### src/hw/axil_consts.svh
`ifndef AXIL_CONSTS_SVH
`define AXIL_CONSTS_SVH

// --------------------------------------------------
// bus widths
// --------------------------------------------------
`define AXIL_ADDR_WIDTH     (32)
`define AXIL_DATA_WIDTH     (32)

// --------------------------------------------------
// register map
// --------------------------------------------------
`define AXIL_NUM_SLOTS      (4)
`define AXIL_REGS_PER_SLOT  (4)
// region field of every mapped address (0x43c0_0000 to 0x43c0_00ff)
`define AXIL_MAP_BASE       (24'h43c000)

`endif

### src/hw/axil_pkg.sv
`include "axil_consts.svh"

package axil_pkg;

    // write response codes
    typedef enum logic [1:0]
    {
        OKAY   = 2'b00,
        SLVERR = 2'b10,
        DECERR = 2'b11
    } resp_e;

    typedef logic [`AXIL_DATA_WIDTH-1:0] data_t;

    // one strobe bit per byte lane
    typedef logic [`AXIL_DATA_WIDTH/8-1:0] strb_t;

endpackage

### src/hw/regmap_pkg.sv
`include "axil_consts.svh"

package regmap_pkg;

    // --------------------------------------------------
    // address layout
    // --------------------------------------------------
    typedef struct packed
    {
        logic [`AXIL_ADDR_WIDTH-9:0] region;
        logic [1:0]                  slot;
        logic [3:0]                  reg_idx;
        logic [1:0]                  byte_off;
    } addr_fields_t;

    // same word, raw or split into fields
    typedef union packed
    {
        logic [`AXIL_ADDR_WIDTH-1:0] raw;
        addr_fields_t                fields;
    } addr_u;

    // slots 0..N-1, sink at index N
    typedef logic [$clog2(`AXIL_NUM_SLOTS + 1)-1:0] target_t;

    // register bank of one slot, register 0 in the low word
    typedef axil_pkg::data_t [`AXIL_REGS_PER_SLOT-1:0] slot_regs_t;

endpackage

### src/hw/axil_wr_if.sv
`timescale 1ns/1ps

interface axil_wr_if;

    import axil_pkg::*;
    import regmap_pkg::*;

    // write address
    addr_u  awaddr;
    logic   awvalid;
    logic   awready;

    // write data
    data_t  wdata;
    strb_t  wstrb;
    logic   wvalid;
    logic   wready;

    // write response
    resp_e  bresp;
    logic   bvalid;
    logic   bready;

    modport initiator
    (
        output awaddr, awvalid, wdata, wstrb, wvalid, bready,
        input  awready, wready, bresp, bvalid
    );

    modport target
    (
        input  awaddr, awvalid, wdata, wstrb, wvalid, bready,
        output awready, wready, bresp, bvalid
    );

endinterface

### src/hw/axil_wr_router.sv
`timescale 1ns/1ps
`include "axil_consts.svh"

module axil_wr_router
(
    input  logic                aclk,
    input  logic                aresetn,

    input  regmap_pkg::addr_u   awaddr,
    input  logic                awvalid,
    input  logic                wvalid,
    input  axil_pkg::data_t     wdata,
    input  axil_pkg::strb_t     wstrb,

    // top-level B handshake done
    input  logic                resp_done,

    axil_wr_if.initiator        slot_ports [`AXIL_NUM_SLOTS],
    axil_wr_if.initiator        sink_port
);

    import regmap_pkg::*;

    localparam target_t SINK_TARGET = target_t'(`AXIL_NUM_SLOTS);

    target_t                    dec_target;
    logic [`AXIL_NUM_SLOTS:0]   hit;
    logic                       locked;

    // --------------------------------------------------
    // decode
    // --------------------------------------------------
    always_comb
    begin
        if (awaddr.fields.region == `AXIL_MAP_BASE)
            dec_target = target_t'(awaddr.fields.slot);
        else
            dec_target = SINK_TARGET;

        // nothing new goes out while a write is in flight
        for (int t = 0; t <= `AXIL_NUM_SLOTS; t++)
            hit[t] = !locked && (dec_target == target_t'(t));
    end

    // held from the forwarding edge until the B handshake
    always_ff @(posedge aclk)
    begin
        if (!aresetn)
            locked <= 1'b0;
        else if (resp_done)
            locked <= 1'b0;
        else if (awvalid && wvalid && !locked)
            locked <= 1'b1;
    end

    // --------------------------------------------------
    // steering
    // --------------------------------------------------
    genvar i;
    generate
        for (i = 0; i < `AXIL_NUM_SLOTS; i++)
        begin : g_slot
            assign slot_ports[i].awaddr  = awaddr;
            assign slot_ports[i].wdata   = wdata;
            assign slot_ports[i].wstrb   = wstrb;
            assign slot_ports[i].awvalid = awvalid && hit[i];
            assign slot_ports[i].wvalid  = wvalid && hit[i];
        end
    endgenerate

    assign sink_port.awaddr  = awaddr;
    assign sink_port.wdata   = wdata;
    assign sink_port.wstrb   = wstrb;
    assign sink_port.awvalid = awvalid && hit[`AXIL_NUM_SLOTS];
    assign sink_port.wvalid  = wvalid && hit[`AXIL_NUM_SLOTS];

endmodule

### src/hw/axil_reg_slot.sv
`timescale 1ns/1ps
`include "axil_consts.svh"

module axil_reg_slot
(
    input  logic                    aclk,
    input  logic                    aresetn,

    axil_wr_if.target               bus,

    output regmap_pkg::slot_regs_t  regs
);

    import axil_pkg::*;

    localparam int IDX_BITS  = $clog2(`AXIL_REGS_PER_SLOT);
    localparam int NUM_BYTES = `AXIL_DATA_WIDTH / 8;

    typedef enum logic [1:0]
    {
        IDLE,
        RESP,
        HOLD
    } state_e;

    state_e                 state;
    logic                   accept;
    logic                   idx_ok;
    logic [IDX_BITS-1:0]    widx;

    assign accept = (state == IDLE) && bus.awvalid && bus.wvalid;
    assign idx_ok = bus.awaddr.fields.reg_idx < `AXIL_REGS_PER_SLOT;
    assign widx   = bus.awaddr.fields.reg_idx[IDX_BITS-1:0];

    // --------------------------------------------------
    // handshake FSM
    // --------------------------------------------------
    always_ff @(posedge aclk)
    begin
        if (!aresetn)
        begin
            state       <= IDLE;
            bus.awready <= 1'b0;
            bus.wready  <= 1'b0;
            bus.bvalid  <= 1'b0;
            bus.bresp   <= OKAY;
        end
        else
        begin
            case (state)
                IDLE:
                begin
                    if (accept)
                    begin
                        state       <= RESP;
                        bus.awready <= 1'b1;
                        bus.wready  <= 1'b1;
                        bus.bresp   <= idx_ok ? OKAY : SLVERR;
                    end
                end
                RESP:
                begin
                    state       <= HOLD;
                    bus.awready <= 1'b0;
                    bus.wready  <= 1'b0;
                    bus.bvalid  <= 1'b1;
                end
                HOLD:
                begin
                    if (bus.bready)
                    begin
                        state      <= IDLE;
                        bus.bvalid <= 1'b0;
                        bus.bresp  <= OKAY;
                    end
                end
                default:
                    state <= IDLE;
            endcase
        end
    end

    // byte-lane merge, same edge as the readies
    always_ff @(posedge aclk)
    begin
        if (!aresetn)
            regs <= '0;
        else if (accept && idx_ok)
        begin
            for (int b = 0; b < NUM_BYTES; b++)
                if (bus.wstrb[b])
                    regs[widx][b*8 +: 8] <= bus.wdata[b*8 +: 8];
        end
    end

endmodule

### src/hw/axil_decerr_sink.sv
`timescale 1ns/1ps

module axil_decerr_sink
(
    input  logic        aclk,
    input  logic        aresetn,

    axil_wr_if.target   bus
);

    import axil_pkg::*;

    typedef enum logic [1:0]
    {
        IDLE,
        RESP,
        HOLD
    } state_e;

    state_e state;

    // payload is dropped, only the handshake runs
    always_ff @(posedge aclk)
    begin
        if (!aresetn)
        begin
            state       <= IDLE;
            bus.awready <= 1'b0;
            bus.wready  <= 1'b0;
            bus.bvalid  <= 1'b0;
            bus.bresp   <= OKAY;
        end
        else
        begin
            case (state)
                IDLE:
                begin
                    if (bus.awvalid && bus.wvalid)
                    begin
                        state       <= RESP;
                        bus.awready <= 1'b1;
                        bus.wready  <= 1'b1;
                    end
                end
                RESP:
                begin
                    state       <= HOLD;
                    bus.awready <= 1'b0;
                    bus.wready  <= 1'b0;
                    bus.bvalid  <= 1'b1;
                    bus.bresp   <= DECERR;
                end
                HOLD:
                begin
                    if (bus.bready)
                    begin
                        state      <= IDLE;
                        bus.bvalid <= 1'b0;
                        bus.bresp  <= OKAY;
                    end
                end
                default:
                    state <= IDLE;
            endcase
        end
    end

endmodule

### src/hw/axil_resp_slice.sv
`timescale 1ns/1ps
`include "axil_consts.svh"

module axil_resp_slice
(
    input  logic            aclk,
    input  logic            aresetn,

    axil_wr_if.initiator    slot_ports [`AXIL_NUM_SLOTS],
    axil_wr_if.initiator    sink_port,

    output logic            awready,
    output logic            wready,
    output axil_pkg::resp_e bresp,
    output logic            bvalid,
    input  logic            bready,

    output logic            resp_done
);

    import axil_pkg::*;

    // slots first, sink last
    localparam int NT = `AXIL_NUM_SLOTS + 1;

    logic [NT-1:0]  t_awready;
    logic [NT-1:0]  t_wready;
    logic [NT-1:0]  t_bvalid;
    logic [NT-1:0]  t_bready;
    resp_e          t_bresp [NT];
    logic [1:0]     sel_resp;

    genvar i;
    generate
        for (i = 0; i < `AXIL_NUM_SLOTS; i++)
        begin : g_link
            assign t_awready[i]        = slot_ports[i].awready;
            assign t_wready[i]         = slot_ports[i].wready;
            assign t_bvalid[i]         = slot_ports[i].bvalid;
            assign t_bresp[i]          = slot_ports[i].bresp;
            assign slot_ports[i].bready = t_bready[i];
        end
    endgenerate

    assign t_awready[NT-1] = sink_port.awready;
    assign t_wready[NT-1]  = sink_port.wready;
    assign t_bvalid[NT-1]  = sink_port.bvalid;
    assign t_bresp[NT-1]   = sink_port.bresp;
    assign sink_port.bready = t_bready[NT-1];

    // only one target is ever active
    assign awready = |t_awready;
    assign wready  = |t_wready;

    // take the response while the output register is empty
    assign t_bready = t_bvalid & {NT{!bvalid}};

    always_comb
    begin
        sel_resp = '0;
        for (int k = 0; k < NT; k++)
            if (t_bvalid[k])
                sel_resp = sel_resp | t_bresp[k];
    end

    always_ff @(posedge aclk)
    begin
        if (!aresetn)
        begin
            bvalid <= 1'b0;
            bresp  <= OKAY;
        end
        else if (!bvalid && |t_bvalid)
        begin
            bvalid <= 1'b1;
            bresp  <= resp_e'(sel_resp);
        end
        else if (bvalid && bready)
        begin
            bvalid <= 1'b0;
            bresp  <= OKAY;
        end
    end

    assign resp_done = bvalid && bready;

endmodule

### src/hw/axil_regfile_top.sv
`timescale 1ns/1ps
`include "axil_consts.svh"

module axil_regfile_top
(
    input  logic                            aclk,
    input  logic                            aresetn,

    // write address
    input  logic [`AXIL_ADDR_WIDTH-1:0]     awaddr,
    input  logic                            awvalid,
    output logic                            awready,

    // write data
    input  axil_pkg::data_t                 wdata,
    input  axil_pkg::strb_t                 wstrb,
    input  logic                            wvalid,
    output logic                            wready,

    // write response
    output axil_pkg::resp_e                 bresp,
    output logic                            bvalid,
    input  logic                            bready,

    // slot 0 in the low bits
    output logic [`AXIL_NUM_SLOTS*`AXIL_REGS_PER_SLOT*`AXIL_DATA_WIDTH-1:0] ctrl_regs
);

    import regmap_pkg::*;

    localparam int SLOT_BITS = $bits(slot_regs_t);

    addr_u  aw_addr;
    logic   resp_done;

    axil_wr_if slot_link [`AXIL_NUM_SLOTS] ();
    axil_wr_if sink_link ();

    assign aw_addr.raw = awaddr;

    axil_wr_router u_router
    (
        .aclk       (aclk),
        .aresetn    (aresetn),
        .awaddr     (aw_addr),
        .awvalid    (awvalid),
        .wvalid     (wvalid),
        .wdata      (wdata),
        .wstrb      (wstrb),
        .resp_done  (resp_done),
        .slot_ports (slot_link),
        .sink_port  (sink_link)
    );

    genvar g;
    generate
        for (g = 0; g < `AXIL_NUM_SLOTS; g++)
        begin : g_slot
            axil_reg_slot u_slot
            (
                .aclk    (aclk),
                .aresetn (aresetn),
                .bus     (slot_link[g]),
                .regs    (ctrl_regs[g*SLOT_BITS +: SLOT_BITS])
            );
        end
    endgenerate

    axil_decerr_sink u_sink
    (
        .aclk    (aclk),
        .aresetn (aresetn),
        .bus     (sink_link)
    );

    axil_resp_slice u_slice
    (
        .aclk       (aclk),
        .aresetn    (aresetn),
        .slot_ports (slot_link),
        .sink_port  (sink_link),
        .awready    (awready),
        .wready     (wready),
        .bresp      (bresp),
        .bvalid     (bvalid),
        .bready     (bready),
        .resp_done  (resp_done)
    );

endmodule

### config.mk
export PLATFORM = sky130hd
export DESIGN_NAME = axil_regfile_top
export DESIGN_NICKNAME = d
export VERILOG_FILES = /design/src/hw/axil_pkg.sv /design/src/hw/regmap_pkg.sv /design/src/hw/axil_wr_if.sv /design/src/hw/axil_wr_router.sv /design/src/hw/axil_reg_slot.sv /design/src/hw/axil_decerr_sink.sv /design/src/hw/axil_resp_slice.sv /design/src/hw/axil_regfile_top.sv
export VERILOG_INCLUDE_DIRS = /design/src /design/src/hw
export SDC_FILE = /design/constraint.sdc
export NUM_CORES = 1
export LEC_CHECK = 0
export BUFFER_PORTS_ARGS = -buffer_cell sky130_fd_sc_hd__buf_2
export CORE_AREA = 3 3 268 270
export CTS_BUF_LIST = sky130_fd_sc_hd__clkbuf_4 sky130_fd_sc_hd__clkbuf_8
export DETAILED_ROUTE_END_ITERATION = 10
export DIE_AREA = 0 0 271 273
export GPL_ROUTABILITY_DRIVEN = 0
export PLACE_DENSITY = 0.47
export SLEW_MARGIN = 10
export SYNTH_ARGS = -nofsm -noshare
export SYNTH_HDL_FRONTEND = slang
export SYNTH_SLANG_ARGS = --single-unit
### constraint.sdc
create_clock -name aclk -period 3.5 [get_ports aclk]
set_input_delay 0.875 -clock aclk [delete_from_list [all_inputs] [get_ports aclk]]
set_output_delay 0.875 -clock aclk [all_outputs]
set_load 0.01 [all_outputs]
==> impl_results.md <==
- VDD IR max: 0.000242 V
- Main synth FF type: dfxtp_1
- P_leak: roughly 0.015 uW
- Rows: 97
- Area Overhead vs Synth: 28.6%
- WS Path Type: flip-flop to primary output
- Crit path launch type: flip-flop
- Die width: approximately 270 um
- Post-Route WL: about 75,000 um
- Register-to-Register Path Depth: 6
- Clock Skews: around 24 ps
- Wire per inst: about 21 um
- Async set or reset register ratio after synthesis: 0%
- Sequential fraction of design power: 48.3%
- CP peak stage delay: a little under 800 ps
- Number of hold buffers added after CTS: 0
- Global-route wire length before repair: roughly 110,000 um
- Final hold violations: 0
- Final-stage net count: around 2,700
- Synth Area per Inst: 10.5 sq um
- Yosys reg bits: 540
- Synth unique cells: 52
- Req. time, crit path: around 2600 ps
- Crit path buf inv count: 1
- Initial Util: between 20% and 30%
- Total gr overflow: 0
- Post-synth top area share: between 50% and 60%
- # setup viols final: 0
- Post-Syn Area: between 20,000 and 25,000 sq um
- Clock-pin slew on the worst setup and hold paths: 60 ps
- CTS root buf: clkbuf_8
- Number of synthesized flops with an enable pin: 0
- Cell internal pwr: between 9000 and 10,000 uW
- Initial antenna violation count: 6
- Comb pwr share: ~3.6%
- Post-route DRC: 0
- Placeable Area: about 70,000 sq um
- CP max stage cell: dfxtp_1
- Largest net degree at the start of global routing: 121
- Cells on Worst Hold Path: 2
- Status: completed
- Slew @ Worst Pin: 990 ps
- H-tree levels: 3
- Iter 0 DRT Violations: between 800 and 900
- Levels on crit path: 1
- Ports: a little under 600
- Synth Warn #: 0
- DP Wirelength: ~54,000 um
- Crit path time final: between 2000 and 3000 ps
- Unrepaired setup endpoints after global routing: false
- Max Freq: 386 MHz
- Max-cap violations: 0
- Area leader, netlist: dfxtp_1
- Layout cell share with drive strength beyond 1: between 30% and 40%
- Clock buffer depth: 3
- Via count: ~17,000
- Global router's overall resource usage: 19.6%
- Setup TNS: 0 ps
- Sequential element share of the synthesized area: 51.9%
- Later-pin clock latency in the skew report: ~670 ps
- Crit. End Element: primary output
- Count leader, synth: nand2_1
- PwrDens: 476 nW/um^2
- CTS Buf Count: 97
- Chip height: approximately 270 um
- Post-CTS repair timing setup buffer count: 0
- Vias/cell: 4.61
- ANT nets after route: 0
- Hold Crit Class: flip-flop to flip-flop
- NetSw: a little over 3000 uW
- CTS tree: yes
- DIE AREA: around 74,000 sq um
- Final Max Slew Viols: 0
- Net count after synthesis: 2,059
- Initial DRT Pass Iterations: 5
- Clock network power share: between 40% and 50%
- Crit path max-delay family: flip-flops
- Worst Path Arrival: roughly 1700 ps
- Synth cell count leaders: nand2_1 (555), dfxtp_1 (540), mux2i_1 (513)
- Fin crit share: about three quarters
- Ranking of synthesized cells by area: dfxtp_1 (52%), mux2i_1 (25%), nand2_1 (10%), nand3_4 (5.1%), clkbuf_1 (1.9%)
- Crit path cell chain: buf_2
- Number of global-route vias before repair: between 15,000 and 20,000
- Worst hold slack: around 460 ps
- Port Buffers: roughly 590
- Slew headroom: about 34%
- Clock tree sinks: between 500 and 600
- Post-Syn Instances: between 1,500 and 2,000
- Sw frac: between 20% and 30%
- Worst-path fanout max: 19
- Post-CTS Resized: 0
power groups by stage:
stage | clock network [uW] | logic, uW | registers, uW
after floorplan | 0 | 236 | 6290
after global placement | 0 | 461 | 6290
after detailed placement | 0 | 467 | 6300
after CTS | 6330 | 467 | 6160
after global routing | 6600 | 494 | 6160
final | 6130 | 462 | 6160
routing by layer:
metal	vias up	routed length, um	part of all wire, %	GRT usage, %
li1	7879	-	-	-
met1	8071	32700	43	24.6
met2	533	35100	47	32.4
met3	113	5770	7.7	6.27
met4	8	1600	2.1	5.58
met5	-	47	0.063	0
final cells by class:
| class | instances | area, sq um |
|---|---|---|
| fill | 7093 | 43000 |
| timing repair buffer | 629 | 3400 |
| tap | 940 | 1180 |
| clock buffer | 157 | 1890 |
| multi-input combinational | 1313 | 9360 |
| clock inverter | 12 | 119 |
| sequential | 540 | 10800 |
| inverter | 5 | 18.8 |
| antenna | 3 | 7.51 |
final timing paths:
kind | from | to | slack, ps
max | u_slice.bvalid | bvalid | 910
max reg2reg | u_router.locked | g_slot[0].u_slot.regs[109] | 1220
min | g_slot[1].u_slot.regs[102] | g_slot[1].u_slot.regs[102] | 460
min reg2reg | g_slot[1].u_slot.regs[102] | g_slot[1].u_slot.regs[102] | 460
stage by stage:
step	cells	power [uW]	util [%]	setup slack [ps]	instance area [sq um]
after floorplan	1986	6530	-	904	20800
after global placement	3427	6760	35.5	383	24800
after detailed placement	3427	6760	35.5	348	24800
after CTS	3596	13000	38.4	827	26800
after global routing	3597	13300	38.4	801	26800
final	3599	12800	38.4	907	26800
cells by family after synthesis:
logic type | after synthesis | share of synthesized area [%]
buffers and inverters | 133 | 3.26
AO/OA/AOI/OAI | 43 | 1.33
AND/OR/NAND/NOR | 755 | 18.7
multiplexers | 515 | 24.8
flip-flops | 540 | 51.9
flip-flops by register name, summed over array words and instances (netlist names):
| name | count |
|---|---|
| g_slot.u_slot.bus.awready | 4 |
| g_slot.u_slot.bus.bvalid | 4 |
| u_sink.bus.bresp | 1 |
| u_sink.state | 2 |
| g_slot.u_slot.regs | 512 |
| g_slot.u_slot.bus.bresp | 4 |
| u_sink.bus.awready | 1 |
| u_slice.bresp | 2 |
| u_router.locked | 1 |
| u_slice.bvalid | 1 |
| g_slot.u_slot.state | 8 |
placed cells by master, fill, tap and decap left out, types with 8 or more instances in the layout:
cell type / instances
buf_2: 586
nand2_1: 555
a21oi_1: 10
clkbuf_8: 114
mux2i_1: 513
dfxtp_1: 540
nand3b_1: 9
nor2_1: 73
buf_4: 31
clkbuf_4: 43
o21ai_0: 12
nand3_4: 61
buf_12: 11
nand2b_1: 8
No activity file was read; power rests on OpenSTA's default activity.
